[src/source/datapathDefines.svh]
// ----------------------------------------------------------
// datapath widths, register count and transfer bus codes
// ----------------------------------------------------------
`ifndef DATAPATH_DEFINES_SVH
`define DATAPATH_DEFINES_SVH

// byte width of every bus and register
`define DATA_WIDTH 8

// architectural registers A=0, X=1, Y=2, S=3
`define NUM_REGS 4

// width of one micro word
`define MICRO_WIDTH 16

// transfer source codes above the register range
`define SRC_DATA_IN 3'd4
`define SRC_IMM 3'd5

// transfer destination for the data output register
`define DST_DOR 3'd4

`endif

[src/source/datapathPkg.sv]
// ----------------------------------------------------------
// micro word layouts and ALU operation codes
// ----------------------------------------------------------
`include "datapathDefines.svh"

package datapathPkg;

  // codes 5 to 7 fall through to or
  typedef enum logic [2:0] {
    aluSum        = 3'd0,
    aluAnd        = 3'd1,
    aluEor        = 3'd2,
    aluOr         = 3'd3,
    aluShiftRight = 3'd4
  } aluOp_t;

  // kind = 0, byte moves and register steps
  typedef struct packed {
    logic                   kind;
    logic [2:0]             src;
    logic [2:0]             dst;
    logic                   stepEn;
    logic [`DATA_WIDTH-1:0] imm;
  } transferForm_t;

  // kind = 1, two-operand ALU with flag update
  typedef struct packed {
    logic       kind;
    aluOp_t     op;
    logic [1:0] regA;
    logic [1:0] regB;
    logic [1:0] dst;
    logic       useCarry;
    logic       bFromDataIn;
    logic [3:0] reserved;
  } aluForm_t;

  // top bit selects which view applies
  typedef union packed {
    transferForm_t          xfer;
    aluForm_t               alu;
    logic [`MICRO_WIDTH-1:0] raw;
  } microWord_t;

endpackage

[src/source/aluCore.sv]
// ----------------------------------------------------------
// combinational ALU, sum, logic ops and shift right
// ----------------------------------------------------------
`timescale 1ns/1ps
`include "datapathDefines.svh"

module aluCore (
  input  logic [`DATA_WIDTH-1:0] opA,
  input  logic [`DATA_WIDTH-1:0] opB,
  input  datapathPkg::aluOp_t    op,
  input  logic                   carryIn,
  output logic [`DATA_WIDTH-1:0] result,
  output logic                   carryOut,
  output logic                   overflowOut
);
  import datapathPkg::*;

  // one extra bit to catch carry out of bit 7
  logic [`DATA_WIDTH:0] sum;

  always_comb begin
    sum = {1'b0, opA} + {1'b0, opB} + {{`DATA_WIDTH{1'b0}}, carryIn};
    result      = opA | opB;
    carryOut    = 1'b0;
    overflowOut = 1'b0;
    case (op)
      aluSum: begin
        result   = sum[`DATA_WIDTH-1:0];
        carryOut = sum[`DATA_WIDTH];
        // operands agree in sign, result does not
        overflowOut = (opA[`DATA_WIDTH-1] == opB[`DATA_WIDTH-1]) &&
                      (sum[`DATA_WIDTH-1] != opA[`DATA_WIDTH-1]);
      end
      aluAnd: result = opA & opB;
      aluEor: result = opA ^ opB;
      aluShiftRight: begin
        result   = {carryIn, opA[`DATA_WIDTH-1:1]};
        carryOut = opA[0];
      end
      default: result = opA | opB;
    endcase
  end

endmodule

[src/source/datapathTop.sv]
// ----------------------------------------------------------
// two-stage micro-op datapath, A X Y S and NVZC flags
// ----------------------------------------------------------
`timescale 1ns/1ps
`include "datapathDefines.svh"

module datapathTop (
  input  logic                   phi2,
  input  logic                   rstN,
  input  logic                   microValid,
  input  datapathPkg::microWord_t microWord,
  input  logic [`DATA_WIDTH-1:0] dataIn,
  output logic [`DATA_WIDTH-1:0] dataOut,
  output logic                   dataOutValid,
  output logic [3:0]             flagsNvzc
);
  import datapathPkg::*;

  logic                                  issueValid;
  microWord_t                            issueWord;
  logic [`DATA_WIDTH-1:0]                operandA;
  logic [`DATA_WIDTH-1:0]                operandB;
  logic [`NUM_REGS-1:0]                  loadEn;
  logic [`NUM_REGS-1:0]                  stepEn;
  logic                                  stepDown;
  logic [`DATA_WIDTH-1:0]                writeData;
  logic [`NUM_REGS-1:0][`DATA_WIDTH-1:0] regNext;

  microIssue issue (
    .phi2      (phi2),
    .rstN      (rstN),
    .microValid(microValid),
    .microWord (microWord),
    .dataIn    (dataIn),
    .regNext   (regNext),
    .issueValid(issueValid),
    .issueWord (issueWord),
    .operandA  (operandA),
    .operandB  (operandB)
  );

  // slice index 0..3 is A X Y S
  for (genvar i = 0; i < `NUM_REGS; i++) begin : genRegs
    regSlice slice (
      .phi2     (phi2),
      .rstN     (rstN),
      .loadEn   (loadEn[i]),
      .stepEn   (stepEn[i]),
      .stepDown (stepDown),
      .writeData(writeData),
      .value    (),
      .regNext  (regNext[i])
    );
  end

  writeBack wb (
    .phi2        (phi2),
    .rstN        (rstN),
    .issueValid  (issueValid),
    .issueWord   (issueWord),
    .operandA    (operandA),
    .operandB    (operandB),
    .loadEn      (loadEn),
    .stepEn      (stepEn),
    .stepDown    (stepDown),
    .writeData   (writeData),
    .dataOut     (dataOut),
    .dataOutValid(dataOutValid),
    .flagsNvzc   (flagsNvzc)
  );

endmodule

[src/source/microIssue.sv]
// ----------------------------------------------------------
// issue stage, accepts micro words and captures operands
// ----------------------------------------------------------
`timescale 1ns/1ps
`include "datapathDefines.svh"

module microIssue (
  input  logic                                 phi2,
  input  logic                                 rstN,
  input  logic                                 microValid,
  input  datapathPkg::microWord_t              microWord,
  input  logic [`DATA_WIDTH-1:0]               dataIn,
  input  logic [`NUM_REGS-1:0][`DATA_WIDTH-1:0] regNext,
  output logic                                 issueValid,
  output datapathPkg::microWord_t              issueWord,
  output logic [`DATA_WIDTH-1:0]               operandA,
  output logic [`DATA_WIDTH-1:0]               operandB
);
  import datapathPkg::*;

  logic                   acceptValid;
  microWord_t             acceptWord;
  logic [`DATA_WIDTH-1:0] acceptData;
  logic [`DATA_WIDTH-1:0] nextA;
  logic [`DATA_WIDTH-1:0] nextB;

  // word and data bus sampled together
  always_ff @(posedge phi2 or negedge rstN) begin
    if (!rstN) begin
      acceptValid <= 1'b0;
    end else begin
      acceptValid <= microValid;
    end
  end

  always_ff @(posedge phi2) begin
    if (microValid) begin
      acceptWord <= microWord;
      acceptData <= dataIn;
    end
  end

  // regNext already holds any write in progress, so no hazard compare
  always_comb begin
    nextA = '0;
    nextB = '0;
    if (acceptWord.xfer.kind == 1'b0) begin
      if (acceptWord.xfer.stepEn) begin
        nextA = regNext[acceptWord.xfer.dst[1:0]];
      end else if (acceptWord.xfer.src < `NUM_REGS) begin
        nextA = regNext[acceptWord.xfer.src[1:0]];
      end else if (acceptWord.xfer.src == `SRC_DATA_IN) begin
        nextA = acceptData;
      end else if (acceptWord.xfer.src == `SRC_IMM) begin
        nextA = acceptWord.xfer.imm;
      end
    end else begin
      nextA = regNext[acceptWord.alu.regA];
      nextB = acceptWord.alu.bFromDataIn ? acceptData : regNext[acceptWord.alu.regB];
    end
  end

  always_ff @(posedge phi2 or negedge rstN) begin
    if (!rstN) begin
      issueValid <= 1'b0;
    end else begin
      issueValid <= acceptValid;
    end
  end

  // operands held for the write-back stage
  always_ff @(posedge phi2) begin
    if (acceptValid) begin
      issueWord <= acceptWord;
      operandA  <= nextA;
      operandB  <= nextB;
    end
  end

endmodule

[src/source/regSlice.sv]
// ----------------------------------------------------------
// one architectural register with load and step
// ----------------------------------------------------------
`timescale 1ns/1ps
`include "datapathDefines.svh"

module regSlice (
  input  logic                   phi2,
  input  logic                   rstN,
  input  logic                   loadEn,
  input  logic                   stepEn,
  input  logic                   stepDown,
  input  logic [`DATA_WIDTH-1:0] writeData,
  output logic [`DATA_WIDTH-1:0] value,
  output logic [`DATA_WIDTH-1:0] regNext
);

  // load wins over step, wrap is natural 8-bit
  always_comb begin
    if (loadEn) begin
      regNext = writeData;
    end else if (stepEn) begin
      regNext = stepDown ? value - 1'b1 : value + 1'b1;
    end else begin
      regNext = value;
    end
  end

  always_ff @(posedge phi2 or negedge rstN) begin
    if (!rstN) begin
      value <= '0;
    end else begin
      value <= regNext;
    end
  end

endmodule

[src/source/writeBack.sv]
// ----------------------------------------------------------
// write-back stage, register commands, flags and data out
// ----------------------------------------------------------
`timescale 1ns/1ps
`include "datapathDefines.svh"

module writeBack (
  input  logic                   phi2,
  input  logic                   rstN,
  input  logic                   issueValid,
  input  datapathPkg::microWord_t issueWord,
  input  logic [`DATA_WIDTH-1:0] operandA,
  input  logic [`DATA_WIDTH-1:0] operandB,
  output logic [`NUM_REGS-1:0]   loadEn,
  output logic [`NUM_REGS-1:0]   stepEn,
  output logic                   stepDown,
  output logic [`DATA_WIDTH-1:0] writeData,
  output logic [`DATA_WIDTH-1:0] dataOut,
  output logic                   dataOutValid,
  output logic [3:0]             flagsNvzc
);
  import datapathPkg::*;

  logic [`DATA_WIDTH-1:0] aluResult;
  logic [`DATA_WIDTH-1:0] flagValue;
  logic                   aluCarry;
  logic                   aluOverflow;
  logic                   carryIn;
  logic                   isAlu;
  logic                   flagWrite;
  logic                   dorWrite;

  assign isAlu    = issueValid & issueWord.alu.kind;
  assign stepDown = issueWord.xfer.src[0];
  // C flag sits in bit 0
  assign carryIn  = issueWord.alu.useCarry & flagsNvzc[0];
  assign dorWrite = issueValid & ~issueWord.xfer.kind & ~issueWord.xfer.stepEn &
                    (issueWord.xfer.dst == `DST_DOR);

  aluCore alu (
    .opA        (operandA),
    .opB        (operandB),
    .op         (issueWord.alu.op),
    .carryIn    (carryIn),
    .result     (aluResult),
    .carryOut   (aluCarry),
    .overflowOut(aluOverflow)
  );

  always_comb begin
    loadEn    = '0;
    stepEn    = '0;
    writeData = isAlu ? aluResult : operandA;
    flagWrite = 1'b0;
    flagValue = writeData;
    if (issueValid && !issueWord.xfer.kind && issueWord.xfer.dst < `NUM_REGS) begin
      flagWrite = 1'b1;
      if (issueWord.xfer.stepEn) begin
        stepEn[issueWord.xfer.dst[1:0]] = 1'b1;
        // stepped value mirrored here only for N and Z
        flagValue = stepDown ? operandA - 1'b1 : operandA + 1'b1;
      end else begin
        loadEn[issueWord.xfer.dst[1:0]] = 1'b1;
      end
    end else if (isAlu) begin
      loadEn[issueWord.alu.dst] = 1'b1;
      flagWrite = 1'b1;
    end
  end

  // flags are {N, V, Z, C}
  always_ff @(posedge phi2 or negedge rstN) begin
    if (!rstN) begin
      flagsNvzc    <= '0;
      dataOut      <= '0;
      dataOutValid <= 1'b0;
    end else begin
      dataOutValid <= dorWrite;
      if (dorWrite) begin
        dataOut <= operandA;
      end
      if (flagWrite) begin
        flagsNvzc[3] <= flagValue[`DATA_WIDTH-1];
        flagsNvzc[1] <= (flagValue == '0);
      end
      if (isAlu && issueWord.alu.op == aluSum) begin
        flagsNvzc[2] <= aluOverflow;
        flagsNvzc[0] <= aluCarry;
      end else if (isAlu && issueWord.alu.op == aluShiftRight) begin
        flagsNvzc[0] <= aluCarry;
      end
    end
  end

endmodule

[config.mk]
export PLATFORM = sky130hd
export DESIGN_NAME = datapathTop
export DESIGN_NICKNAME = d
export VERILOG_FILES = /design/src/source/datapathPkg.sv /design/src/source/aluCore.sv /design/src/source/datapathTop.sv /design/src/source/microIssue.sv /design/src/source/regSlice.sv /design/src/source/writeBack.sv
export VERILOG_INCLUDE_DIRS = /design/src /design/src/source
export SDC_FILE = /design/constraint.sdc
export NUM_CORES = 1
export LEC_CHECK = 0
export ABC_AREA = 1
export BUFFER_PORTS_ARGS = -buffer_cell sky130_fd_sc_hd__buf_2
export CAP_MARGIN = 20
export CORE_MARGIN = 2
export CORE_UTILIZATION = 55
export DETAILED_ROUTE_END_ITERATION = 8
export HOLD_SLACK_MARGIN = 0.1
export PLACE_DENSITY = 0.73
export SLEW_MARGIN = 0
export SYNTH_ARGS = -nofsm -noshare
export SYNTH_HDL_FRONTEND = slang
export SYNTH_SLANG_ARGS = --single-unit
export TNS_END_PERCENT = 100
[constraint.sdc]
create_clock -name phi2 -period 6.6 [get_ports phi2]
set_input_delay 0 -clock phi2 [delete_from_list [all_inputs] [get_ports phi2]]
set_output_delay 0 -clock phi2 [all_outputs]
set_load 0.01 [all_outputs]
**After elaboration in Yosys (flattened, before gate mapping)**

Cells that the tools add are included.

- Flip-flop bits (word level): 103
- Bits of input ports: 27
- Output and inout port bits: 13
- Logic and storage cells: 113

- $add $sub $neg: 12
- Order comparisons: 10
- Equality and inequality tests: 8
- Mux-type cells: 46
- Bitwise logic cells: 10
- Reduce and logical (&&, ||, !) cells: 11

Operator list:

| kind | number |
|---|---|
| 8-bit two-way mux | 26 |
| 8-bit binary-select mux with 2-bit select | 4 |
| 8-bit by 1-bit adder with 8-bit output (second input constant) | 5 |
| 8-bit by 1-bit subtractor with 8-bit output (second input constant) | 5 |
| 8-bit one-hot mux with 4 select lines | 1 |
| 4-bit two-way mux | 5 |
| 2-bit by 3-bit < comparator with 1-bit output (second input constant) | 6 |
| 3-bit == test (second input constant) | 4 |
| 8-bit by 8-bit adder with 9-bit output | 1 |
| 9-bit by 1-bit adder with 9-bit output | 1 |
| 8-bit AND | 1 |
| 8-bit zero test | 1 |
| 8-bit bitwise OR | 1 |
| 8-bit XOR | 1 |
| 1-bit logical AND | 7 |
| 1-bit two-way mux | 7 |
| 3-bit < comparator (second input constant) | 2 |
| 1-bit AND | 5 |
| 1-bit demux with 2-bit select | 2 |
| 2-bit by 1-bit >= comparator with 1-bit output (second input constant) | 2 |
| 3-bit by 1-bit == test with 1-bit output (second input constant) | 1 |
| 3-bit by 2-bit == test with 1-bit output (second input constant) | 1 |
| 3-bit zero test | 1 |
| 1-bit inverter | 2 |
| other kinds (5) | 5 |

**Longest topological paths before layout**

Gate-level depths: netlist (run 1).

- Depth after elaboration: 13
- Depth in mapped cells: 22

**Modules after synthesis**

A second synthesis (run 1) with hierarchy kept.

- Cell total of the unflattened synthesis: 1186
- Area, all modules: 8241.7 sq um

Modules (own cells, without submodules):

| module | instances | cells an instance | area an instance (sq um) | sequential area each (sq um) |
|---|---|---|---|---|
| microIssue | 1 | 430 | 3372.0 | 1731.7 |
| regSlice (genRegs[0].slice ...) | 3 | 104 | 698.2 | 200.2 |
| writeBack | 1 | 171 | 1168.6 | 325.3 |
| aluCore | 1 | 169 | 907.1 | 0.0 |
| regSlice (genRegs[3].slice) | 1 | 104 | 699.4 | 200.2 |

**Worst setup path before layout (run 1)**

No wires, ideal clock.

- Path type: register to register
- From: register issue.issueWord[12] (netlist bit)
- To: register issue.operandB[4] (data pin)
- Data arrival time: 2.594 ns
- Required time: 6.351 ns
- Path slack: 3.757 ns
- Stages on the path, launching flop included: 15
- Clock period less this slack: 2.843 ns
- Cell sequence: edfxtp_1 buf_6 inv_2 fa_1 inv_1 a21oi_1 o21ai_0 xor2_1 o211ai_2 nand2_1 inv_1 o21ai_0 nand3_1 nand2_1 inv_1

- Longest elaborated chain between the ends: 7
- Elaborated cells between the ends (all ways): 21

Ends and longest elaborated chain:

| element | line | source |
|---|---|---|
| start: declaration | microIssue.sv:15 | `output datapathPkg::microWord_t issueWord,` |
| start signal: assignment | microIssue.sv:74 | `issueWord <= acceptWord;` |
| 3-bit == test, or another cell as far along | aluCore.sv:26 | `case (op)` |
| 8-bit one-hot mux with 4 select lines | aluCore.sv:26 |  |
| 8-bit two-way mux | writeBack.sv:53 | `writeData = isAlu ? aluResult : operandA;` |
| 8-bit two-way mux (*) | regSlice.sv:20 | `if (loadEn) begin` |
| named net genRegs[0].slice.regNext[4] | regSlice.sv:15 | `` output logic [`DATA_WIDTH-1:0] regNext `` |
| 8-bit binary-select mux with 2-bit select (*) | microIssue.sv:59 | `nextB = acceptWord.alu.bFromDataIn ? acceptData : regNext[acceptWord.alu.regB];` |
| 8-bit two-way mux (implied by the code) (*) | microIssue.sv:59 |  |
| 8-bit two-way mux (*) | microIssue.sv:59 |  |
| end signal: assignment | microIssue.sv:76 | `operandB <= nextB;` |
| end: declaration | microIssue.sv:17 | `` output logic [`DATA_WIDTH-1:0] operandB `` |

The timed path passes the listed nets; every way through them passes the cells marked *. The select of a mux whose other input is x is not followed.
A chain may end at the register's enable or synchronous reset.

**Final worst setup path (run 1)**

- From: register issue.operandA[0]
- To: register issue.operandA[6] (data pin)

- Longest elaborated chain between the ends: 10
- Elaborated cells between the ends (all ways): 17

Ends and longest elaborated chain:

| element | line | source |
|---|---|---|
| start: declaration | microIssue.sv:16 | `` output logic [`DATA_WIDTH-1:0] operandA, `` |
| start signal: assignment | microIssue.sv:75 | `operandA <= nextA;` |
| 8-bit by 8-bit adder with 9-bit output (*) | aluCore.sv:22 | `` sum = {1'b0, opA} + {1'b0, opB} + {{`DATA_WIDTH{1'b0}}, carryIn}; `` |
| 9-bit by 1-bit adder with 9-bit output (*) | aluCore.sv:22 |  |
| 8-bit one-hot mux with 4 select lines (*) | aluCore.sv:26 |  |
| 8-bit two-way mux (*) | writeBack.sv:53 |  |
| 8-bit two-way mux | regSlice.sv:20 |  |
| 8-bit binary-select mux with 2-bit select | microIssue.sv:51 | `nextA = regNext[acceptWord.xfer.src[1:0]];` |
| 8-bit two-way mux (implied by the code) | microIssue.sv:51 |  |
| 8-bit two-way mux | microIssue.sv:50 | `` end else if (acceptWord.xfer.src < `NUM_REGS) begin `` |
| 8-bit two-way mux | microIssue.sv:48 | `if (acceptWord.xfer.stepEn) begin` |
| 8-bit two-way mux (*) | microIssue.sv:47 | `if (acceptWord.xfer.kind == 1'b0) begin` |
| named net issue.nextA[6] | microIssue.sv:24 | `` logic [`DATA_WIDTH-1:0] nextA; `` |

Marks and branches as above.

==> impl_metrics.env, run 1 <==
export IMPL_outcome="finished, final reports clean"
export IMPL_h_tree_depth=3
export IMPL_grt_use_met3_pct=8.477
export IMPL_sw_frac_of_total_pct=45.68
export IMPL_seq_area_frac_synth_pct=34.07
export IMPL_antenna_left=0
export IMPL_p_leak_nw=4.504
export IMPL_slowest_stage="edfxtp_1"
export IMPL_min_delay_path_class="input port to asynchronous set/reset pin"
export IMPL_ys_warn_count=0
export IMPL_skew_ps=10.45
export IMPL_cts_resized_gates=0
export IMPL_synthCells=1078
export IMPL_setup_worst_path_start_class="flip-flop"
export IMPL_period_needed_ps=3207
export IMPL_reg2reg_to="issue.operandA[6]$_DFFE_PP_"
export IMPL_arrival_ps=3330
export IMPL_crit_top_cell="nand2_1"
export IMPL_initialDrtViolationCount=781
export IMPL_grt_pass1_vias=6893
export IMPL_synth_edff_count=51
export IMPL_dp_hpwl_mm=17.78
export IMPL_crit_fanout=6
export IMPL_max_vdd_ir_drop_uv=186.6
export IMPL_first_pass_iters=6
export IMPL_synthDistinctLibCells=48
export IMPL_cap_violations=0
export IMPL_track_usage_pct=31.57
export IMPL_power_density_nw_per_um2=336.6
export IMPL_synth_simple_gate_area_share_pct=31.44
export IMPL_internal_power_mw=1.615
export IMPL_synthAdderAreaFrac_pct=9.006
export IMPL_combPwrFrac_pct=50.0
export IMPL_gp_congestion=1.003
export IMPL_core_area_um2=13990
export IMPL_initial_core_util_pct=56.81
export IMPL_cts_buffer_depth=2
export IMPL_insertion_delay_ps=360
export IMPL_antenna_found_initial=1
export IMPL_fp_dieH_um=124.2
export IMPL_synth_xor_area_share_pct=3.086
export IMPL_grt_pass1_wl_mm=38.27
export IMPL_use_met1_pct=44.32
export IMPL_clockRootBuffer="clkbuf_16"
export IMPL_finalSetupTns_ps=0
export IMPL_clkTransAtPathRegs_ps=80
export IMPL_max_slew_margin_rel_pct=29.48
export IMPL_rows=43
export IMPL_switchingPower_mw=1.358
export IMPL_syn_num_nets=1158
export IMPL_hold_violations=0
export IMPL_rrSetupSlack_ps=3390
export IMPL_grt_util_met2_pct=46.80
export IMPL_totalWireLength_mm=24.18
export IMPL_worst_path_largest_cell_delay_ps=510
export IMPL_die_w_um=124.2
export IMPL_hold_ws_ps=270.7
export IMPL_final_period_utilization_pct=48.58
export IMPL_r2r_start="issue.operandA[0]$_DFFE_PP_"
export IMPL_fillers=1287
export IMPL_rsz0062_at_grt="no"
export IMPL_fmax_mhz=311.9
export IMPL_nets=1209
export IMPL_synth_mux_area_share_pct=0
export IMPL_dieArea_um2=15430
export IMPL_final_common_cell="nand2_1"
export IMPL_ys_ff_latch=98
export IMPL_grt_max_degree=48
export IMPL_pre_cts_ws_ps=3478
export IMPL_grt_ovfl_total=0
export IMPL_worst_slew_pin_slew_ps=1058
export IMPL_worstPathCellList="fa_1 > fa_1 > nand2_1 > nand2_1 > nand3b_1 > nand3b_1 > nand3_1 > nand2_1 > nand2_1 > nand3_1 > nand2_1 > a21oi_1 > o21ai_0 > o21ai_0 > nand2_1 > nand2_1"
export IMPL_slew_violations=0
export IMPL_syn_area_per_cell_um2=7.371
export IMPL_async_flop_share_pct=47.96
export IMPL_viasPerCell=5.827
export IMPL_p_seq_share_pct=31.5
export IMPL_clock_sinks=98
export IMPL_synth_top_family_by_area="simple AND/OR/NAND/NOR gates"
export IMPL_worstSetupPathType="flip-flop to flip-flop"
export IMPL_fin_ws_ps=3393
export IMPL_syn2layout_area_growth_pct=11.16
export IMPL_synth_compound_area_share_pct=13.37
export IMPL_wl_per_cell_um=18.39
export IMPL_grt_busiest_layer="met2"
export IMPL_layout_drive_gt1_share_pct=9.788
export IMPL_cts_tree="built"
export IMPL_rr_worst_depth=16
export IMPL_p_clk_share_pct=18.5
export IMPL_setup_viol=0
export IMPL_drc_errors=0
export IMPL_numCtsBuffers=9
export IMPL_critPathCaptureType="flip-flop"
export IMPL_synthFlopType="edfxtp_1"
export IMPL_synthesis_area_um2=7946
export IMPL_io_pins=40
export IMPL_vias=7663
export IMPL_portBuffers=39
export IMPL_worstPathRequired_ps=6730
export IMPL_final_cell_mix="293 x nand2_1, 170 x nand3_1, 133 x inv_1, 71 x a21oi_1, 51 x edfxtp_1"
## flip-flops by register name, summed over array words and instances, names as in the netlist
register	cells
genRegs.slice.value	32
issue.acceptData	8
issue.acceptValid	1
issue.acceptWord	16
issue.issueValid	1
issue.issueWord	11
issue.operandA	8
issue.operandB	8
wb.dataOut	8
wb.dataOutValid	1
wb.flagsNvzc	4
## synthesized netlist by cell type (2+ instances only)
cell type  number  area share, %
a31oi_1         3           0.24
nand2_1       293             14
o22ai_1         3           0.24
fa_1            7            1.8
o21bai_1        2           0.19
a41oi_1         8           0.88
inv_4           3           0.24
dfrtp_1        47             15
o21ai_0        36            2.3
nand3_2         5           0.63
nor2_1         44            2.1
xor2_1         19            2.1
and2_1          5           0.39
and2_4          4           0.44
o21bai_4        2           0.47
or2_2           2           0.16
o211ai_1       15            1.4
nand4_1         7           0.55
buf_2           8           0.50
xnor2_1         9           0.99
clkinv_1        2          0.095
inv_1         133            6.3
edfxtp_1       51             19
o211ai_2        7            1.1
buf_6           2           0.28
nor3_1          4           0.25
clkbuf_1       16           0.76
nor2_8          4            1.0
nand2_2         4           0.31
a21o_1          3           0.28
inv_2          12           0.57
ha_1           46            7.2
o21ai_1        11           0.69
a21boi_0        4           0.38
nand3_1       170             11
nand3b_1        3           0.28
buf_1           2          0.095
a21oi_1        71            4.5
nand2_4         2           0.28
## timing repair
action	4_1_cts	5_1_grt
hold buffers	26	0
buffers inserted	0	0
endpoints found under the hold margin	72	0
## area by class of cell
type | count | area [um2] | area share (%)
well taps | 180 | 225.2 | 2.550
multi-input cells | 800 | 4522 | 51.19
clock inverters | 7 | 86.33 | 0.9773
repair buffers | 69 | 485.5 | 5.496
diodes | 1 | 2.502 | 0.02833
clock buffers | 9 | 225.2 | 2.550
flip-flops and latches | 98 | 2708 | 30.65
inverters | 151 | 579.3 | 6.558
## power by group through the flow
stage               Sequential, mW  Combinational (mW)  Clock, mW
finish                       0.936                1.49      0.549
global route                 0.952                1.67      0.576
CTS                          0.932                1.46      0.553
detailed placement           0.944                1.44          0
global placement             0.942                1.42          0
floorplan                    0.904                1.08          0
## kinds of logic after synthesis
family,after synthesis
AOI/OAI and AO/OA,169
xor gates and xnor gates,28
adders and majority gates,53
buffers and inverters,180
DFF,98
and+or+nand+nor,550
## worst max-delay path, delay by kind of cell (launching register included)
kind | cells | cell delay [ps]
AND/OR/NAND/NOR | 11 | 1220
AO/OA/AOI/OAI | 3 | 330
flip-flops | 1 | 510
adder cells (fa/ha/maj) | 2 | 910
## how the worst max path moves through the flow
stage                                       start                              end  slack (ps)  depth (start not counted)
floorplan           issue.issueWord[12]$_DFFE_PP_  issue.operandB[4]$_SDFFCE_PN0P_        3760                         14
global placement      issue.operandA[0]$_DFFE_PP_  issue.operandB[6]$_SDFFCE_PN0P_        3500                         16
detailed placement    issue.operandA[0]$_DFFE_PP_  issue.operandB[6]$_SDFFCE_PN0P_        3480                         17
CTS                   issue.operandA[0]$_DFFE_PP_  issue.operandB[6]$_SDFFCE_PN0P_        3450                         17
global route          issue.operandA[0]$_DFFE_PP_      issue.operandA[4]$_DFFE_PP_        3150                         20
finish                issue.operandA[0]$_DFFE_PP_      issue.operandA[6]$_DFFE_PP_        3390                         16
## through the flow
step	total power, mW	area [um2]	std cells	utilization, %
finish	2.973	8833	1315	63.15
global route	3.201	8831	1314	63.13
CTS	2.942	8831	1314	63.13
detailed placement	2.380	8259	1272	59.04
global placement	2.366	8259	1272	59.04
floorplan	1.989	7946	1078	-
## routing by layer
layer  vias up  share of wire [%]
li1       3700                  -
met1      3453                 42
met2       441                 43
met3        69                 11
met4         0                3.6
met5         -                  0
No activity file was read; power rests on OpenSTA's default activity.
==> run 2, diff against run 1 <==
Clock period 6.6 ns to 3.1 ns, I/O delays scaled along.
==> impl_metrics.env, run 2 (synthesized netlist as in run 1, its figures left out) <==
export IMPL_vias=7695
export IMPL_fillers=1254
export IMPL_power_density_nw_per_um2=706.0
export IMPL_dpl_cell_count=1298
export IMPL_io_pins=40
export IMPL_sw_frac_of_total_pct=45.31
export IMPL_viasPerCell=5.743
export IMPL_worst_slew_pin_slew_ps=944.3
export IMPL_insertion_delay_ps=360
export IMPL_final_util_pct=64.82
export IMPL_totalWireLength_mm=24.76
export IMPL_dieArea_um2=15430
export IMPL_first_pass_iters=8
export IMPL_worstPathCellList="nand2_1 > inv_1 > fa_2 > fa_2 > nand2_1 > nand2_1 > nand3b_1 > nand3b_1 > nand3_1 > nand2_1 > nand2_2 > nand3_1 > and2_1 > o21ai_0 > nand3_1 > nand2_1 > inv_1"
export IMPL_crit_top_cell="nand2_1"
export IMPL_grt_pass1_wl_mm=39.45
export IMPL_grt_pass1_vias=7315
export IMPL_clkTransAtPathRegs_ps=80
export IMPL_crit_end="issue.operandB[6]$_SDFFCE_PN0P_"
export IMPL_slowest_stage="dfrtp_1"
export IMPL_reg2reg_to="issue.operandB[6]$_SDFFCE_PN0P_"
export IMPL_finalNonFillerCells=1340
export IMPL_antenna_found_initial=0
export IMPL_post_cts_buffers=0
export IMPL_rsz0062_at_grt="no"
export IMPL_syn2layout_area_growth_pct=14.11
export IMPL_max_vdd_ir_drop_uv=460.2
export IMPL_drc_errors=0
export IMPL_gp_congestion=1.044
export IMPL_regMostFlops="genRegs.slice.value"
export IMPL_reg_top3="genRegs.slice.value x32, issue.acceptWord x16, issue.issueWord x11"
export IMPL_grt_ovfl_total=0
export IMPL_clockRootBuffer="clkbuf_16"
export IMPL_p_seq_share_pct=30.3
export IMPL_antenna_left=0
export IMPL_critPathLaunch="wb.flagsNvzc[0]$_DFFE_PN0P_"
export IMPL_hold_violations=0
export IMPL_final_period_utilization_pct=91.36
export IMPL_layout_drive_gt1_share_pct=12.84
export IMPL_slew_violations=0
export IMPL_track_usage_pct=32.56
export IMPL_skew_ps=13.17
export IMPL_cts_buffer_depth=2
export IMPL_finalSetupTns_ps=0
export IMPL_antenna_cells=0
export IMPL_internal_power_mw=3.501
export IMPL_min_delay_path_class="input port to asynchronous set/reset pin"
export IMPL_largest_register_ffs=32
export IMPL_rrSetupSlack_ps=270
export IMPL_arrival_ps=2970
export IMPL_hold_ws_ps=245.9
export IMPL_core_area_um2=13990
export IMPL_final_cell_mix="290 x nand2_1, 164 x nand3_1, 132 x inv_1, 71 x a21oi_1, 51 x edfxtp_1"
export IMPL_final_common_cell="nand2_1"
export IMPL_r2r_start="wb.flagsNvzc[0]$_DFFE_PN0P_"
export IMPL_period_needed_ps=2832
export IMPL_numCtsBuffers=9
export IMPL_p_clk_share_pct=18.0
export IMPL_worstPathRequired_ps=3230
export IMPL_worst_path_largest_cell_delay_ps=390
export IMPL_p_leak_nw=4.633
export IMPL_fp_dieH_um=124.2
export IMPL_cts_tree="built"
export IMPL_fmax_mhz=353.1
export IMPL_h_tree_depth=3
export IMPL_grt_max_degree=31
export IMPL_outcome="finished, final reports clean"
export IMPL_setup_viol=0
export IMPL_wl_per_cell_um=18.48
export IMPL_rr_worst_depth=17
export IMPL_nets=1235
export IMPL_initial_core_util_pct=56.81
export IMPL_max_slew_margin_rel_pct=36.81
export IMPL_die_w_um=124.2
export IMPL_crit_fanout=5
export IMPL_setup_worst_path_start_class="flip-flop"
export IMPL_critPathCaptureType="flip-flop"
export IMPL_switchingPower_mw=2.901
export IMPL_rows=43
export IMPL_cap_violations=0
export IMPL_combPwrFrac_pct=51.7
export IMPL_dp_hpwl_mm=18.24
export IMPL_initialDrtViolationCount=983
export IMPL_worstSetupPathType="flip-flop to flip-flop"
export IMPL_clock_sinks=98
export IMPL_portBuffers=39
## run 2: power groups by stage
stage               clock [mW]  combinational, mW  sequential [mW]
floorplan                    0               2.31             1.93
CTS                       1.15               3.22             1.93
global route              1.21               3.70             1.98
finish                    1.15               3.31             1.94
detailed placement           0               3.17             1.96
global placement             0               3.13             1.95
## run 2: area by class of cell
class / count / area [um2] / share of cell area [%]
clock buffers: 9 / 225.2 / 2.484
repair buffers: 95 / 684.4 / 7.548
clock inverters: 7 / 81.33 / 0.8969
multi-input cells: 800 / 4564 / 50.34
flip-flops and latches: 98 / 2708 / 29.86
well taps: 180 / 225.2 / 2.484
inverters: 151 / 579.3 / 6.389
## run 2: repair_timing
| action | in CTS | in global routing |
|---|---|---|
| setup endpoints to repair | 0 | 11 |
| endpoints found under the hold margin | 53 | 0 |
| hold buffers | 26 | 0 |
| gates resized for setup | 0 | 14 |
## run 2: stage by stage
step / setup WS [ps] / instance area (um2) / total power, mW
after global placement: 174.9 / 8454 / 5.081
after CTS: 128.0 / 9021 / 6.299
after floorplan: 257.1 / 7946 / 4.234
after global routing: 28.99 / 9067 / 6.888
final: 267.7 / 9067 / 6.401
after detailed placement: 151.8 / 8454 / 5.127
## run 2: per-layer routing
metal  vias to the layer above  part of all wire, %  track usage, %  wire length, um
met2                       412                   43           49.05            10610
met5                         -                    0               0                0
met1                      3475                   42           45.43            10510
met3                        59                   11           6.411             2743
met4                         0                  3.7           14.74              904
li1                       3749                    -               -                -
## run 2: worst min-delay path by stage
stage	startpoint	end	slack [ps]	cells past startpoint
detailed placement	rstN	genRegs[3].slice.value[5]$_DFF_PN0_	110	1
CTS	rstN	wb.flagsNvzc[2]$_DFFE_PN0P_	260	2
finish	rstN	genRegs[3].slice.value[6]$_DFF_PN0_	250	2
global placement	rstN	genRegs[3].slice.value[5]$_DFF_PN0_	100	1
global route	rstN	issue.acceptValid$_DFF_PN0_	310	2
floorplan	rstN	genRegs[0].slice.value[0]$_DFF_PN0_	-300	0
## run 2: worst max-delay path, delay by kind of cell, from the launching register on
family / cells / cell delay [ps]
flip-flops: 1 / 390
adder cells (fa/ha/maj): 2 / 730
AND/OR/NAND/NOR: 12 / 1220
AO/OA/AOI/OAI: 1 / 160
buffers and inverters: 2 / 110
==> run 3, diff against run 2 <==
Settings changed: BUFFER_PORTS_ARGS -buffer_cell sky130_fd_sc_hd__buf_2 to not set, CORE_UTILIZATION 55 to 25, DONT_BUFFER_PORTS set to 1, PLACE_DENSITY 0.73 to not set.
==> impl_metrics.env, run 3 (synthesized netlist as in run 1, its figures left out) <==
export IMPL_nets=1220
export IMPL_worstPathRequired_ps=3210
export IMPL_min_delay_path_class="input port to asynchronous set/reset pin"
export IMPL_dpl_cell_count=1495
export IMPL_hold_violations=0
export IMPL_cap_violations=0
export IMPL_insertion_delay_ps=360
export IMPL_drc_errors=0
export IMPL_initial_core_util_pct=25.31
export IMPL_max_vdd_ir_drop_uv=353.1
export IMPL_io_pins=40
export IMPL_topRoutingLayerUsed="met4"
export IMPL_skew_ps=12.44
export IMPL_totalWireLength_mm=26.97
export IMPL_wl_met1_mm=11.79
export IMPL_clockRootBuffer="clkbuf_16"
export IMPL_worstPathCellList="inv_1 > ha_1 > nand2_1 > nor2_1 > nand2_1 > nand2_1 > nand2_1 > nand3_1 > nand2_1 > nand2_1 > nand2_2 > nand2_1 > nand2_2 > nand2_1 > nand2_1 > a21oi_1 > o21ai_1 > nand2_1 > inv_1"
export IMPL_power_density_nw_per_um2=693.5
export IMPL_worst_path_largest_cell_delay_ps=500
export IMPL_worstSetupPathType="flip-flop to flip-flop"
export IMPL_final_common_cell="nand2_1"
export IMPL_grt_ovfl_total=0
export IMPL_grt_max_degree=48
export IMPL_track_usage_pct=16.55
export IMPL_p_leak_nw=4.594
export IMPL_grt_pass1_wl_mm=42.12
export IMPL_first_pass_iters=6
export IMPL_worst_slew_pin_slew_ps=1005
export IMPL_design_area_um2=9339
export IMPL_outcome="finished, final reports clean"
export IMPL_fmax_mhz=344.1
export IMPL_setup_worst_path_start_class="flip-flop"
export IMPL_dieArea_um2=33230
export IMPL_finalSetupTns_ps=0
export IMPL_viasPerCell=4.988
export IMPL_wl_per_cell_um=17.43
export IMPL_dr_wl_met2_mm=12.33
export IMPL_slowest_stage="edfxtp_1"
export IMPL_internal_power_mw=3.609
export IMPL_arrival_ps=3020
export IMPL_finalNonFillerCells=1547
export IMPL_crit_top_cell="nand2_1"
export IMPL_largest_register_ffs=32
export IMPL_fillers=3396
export IMPL_cts_tree="built"
export IMPL_cp_top_family="simple AND/OR/NAND/NOR gates"
export IMPL_slew_violations=0
export IMPL_dpl_cell_area_um2=8667
export IMPL_antenna_found_initial=0
export IMPL_gp_congestion=0.9403
export IMPL_vias=7717
export IMPL_cts_buffer_depth=2
export IMPL_max_slew_margin_rel_pct=32.77
export IMPL_antenna_left=0
export IMPL_period_needed_ps=2906
export IMPL_clkTransAtPathRegs_ps=70
export IMPL_p_clk_share_pct=17.9
export IMPL_final_cell_mix="291 x nand2_1, 169 x nand3_1, 132 x inv_1, 71 x a21oi_1"
export IMPL_critPathCaptureType="flip-flop"
export IMPL_dp_hpwl_mm=20.24
export IMPL_switchingPower_mw=2.867
export IMPL_grt_pass1_vias=7285
export IMPL_combPwrFrac_pct=51.0
export IMPL_fp_dieH_um=182.3
export IMPL_setup_viol=0
export IMPL_sw_frac_of_total_pct=44.27
export IMPL_crit_fanout=5
export IMPL_initialDrtViolationCount=756
export IMPL_layout_drive_gt1_share_pct=10.92
export IMPL_clock_sinks=98
export IMPL_path_buf_inv=2
export IMPL_rows=65
export IMPL_reg_top3="genRegs.slice.value x32, issue.acceptWord x16, issue.issueWord x11"
export IMPL_wl_met3_mm=1.855
export IMPL_syn2layout_area_growth_pct=17.52
export IMPL_hold_ws_ps=200.6
export IMPL_numCtsBuffers=9
export IMPL_die_w_um=182.3
export IMPL_portBuffers=0
export IMPL_regMostFlops="genRegs.slice.value"
export IMPL_h_tree_depth=3
export IMPL_antenna_cells=0
export IMPL_p_seq_share_pct=31.1
export IMPL_rsz0062_at_grt="yes"
export IMPL_final_period_utilization_pct=93.76
export IMPL_core_area_um2=31390
==> run 3: cell types whose count changed in the layout (fill, tap and decap cells not counted), sizes merged <==
cell	before	now
inv	152	149
buf	69	54
clkinvlp	0	1
clkbuf	9	11
bufinv	0	1
clkinv	6	5
==> run 3: final timing paths <==
check                                                   start                             endpoint  slack, ps  cells after the start
worst max-delay path              issue.operandA[3]$_DFFE_PP_      issue.operandB[7]$_SDFFCE_PN0P_        190                     19
worst min-delay path                                     rstN          wb.flagsNvzc[3]$_DFFE_PN0P_        200                      2
worst max register to register    issue.operandA[3]$_DFFE_PP_      issue.operandB[7]$_SDFFCE_PN0P_        190                     19
worst min register to register  issue.acceptWord[7]$_DFFE_PP_         issue.issueWord[7]$_DFFE_PP_        480                      0
max in group asynchronous                                rstN  genRegs[2].slice.value[1]$_DFF_PN0_       2650                      2
min in group phi2                               microWord[14]       issue.acceptWord[14]$_DFFE_PP_        260                      1
==> run 3: what timing repair did <==
action / in CTS / in global routing
hold endpoints to repair: 96 / 0
resized for setup: 0 / 8
hold buffers: 27 / 0
setup endpoints to repair: 0 / 9
setup buffers: 0 / 9
==> run 3: cell type report <==
cell class	instances	area [um2]	share of cell area [%]
clock buffers	11	242.7	2.599
well taps	402	503.0	5.386
clock inverters	5	53.80	0.5761
flip-flops and latches	98	2708	28.99
multi-input cells	800	4542	48.63
inverters	151	579.3	6.203
repair buffers	80	710.7	7.610
==> run 3: through the flow <==
step	util (%)	setup slack [ps]	power, mW
after floorplan	-	257.1	4.234
after global placement	27.61	111.7	5.158
after detailed placement	27.61	41.96	5.192
after CTS	29.47	9.422	6.411
after global routing	29.75	-12.36	6.990
final	29.75	193.5	6.476
==> run 3: layer usage <==
| metal | vias to the layer above | GRT usage [%] |
|---|---|---|
| li1 | 3727 | - |
| met1 | 3621 | 21.82 |
| met2 | 318 | 27.13 |
| met3 | 51 | 2.554 |
| met4 | 0 | 6.710 |
| met5 | - | 0 |
==> run 3: worst reg2reg max path: stages, from the launching register on <==
cell and delay (ps):
edfxtp_1 500, inv_1 110, ha_1 360, nand2_1 90, nor2_1 160, nand2_1 110
nand2_1 100, nand2_1 50, nand3_1 60, nand2_1 60, nand2_1 150, nand2_2 140
nand2_1 150, nand2_2 120, nand2_1 70, nand2_1 50, a21oi_1 110, o21ai_1 70
nand2_1 140, inv_1 50
==> run 3: power groups by stage <==
stage          clock network, mW  logic (mW)  registers, mW
3_3_place_gp                   0        3.12           2.03
5_1_grt                     1.23        3.72           2.04
2_1_floorplan                  0        2.31           1.93
6_report                    1.16        3.30           2.01
3_5_place_dp                   0        3.16           2.04
4_1_cts                     1.17        3.23           2.01
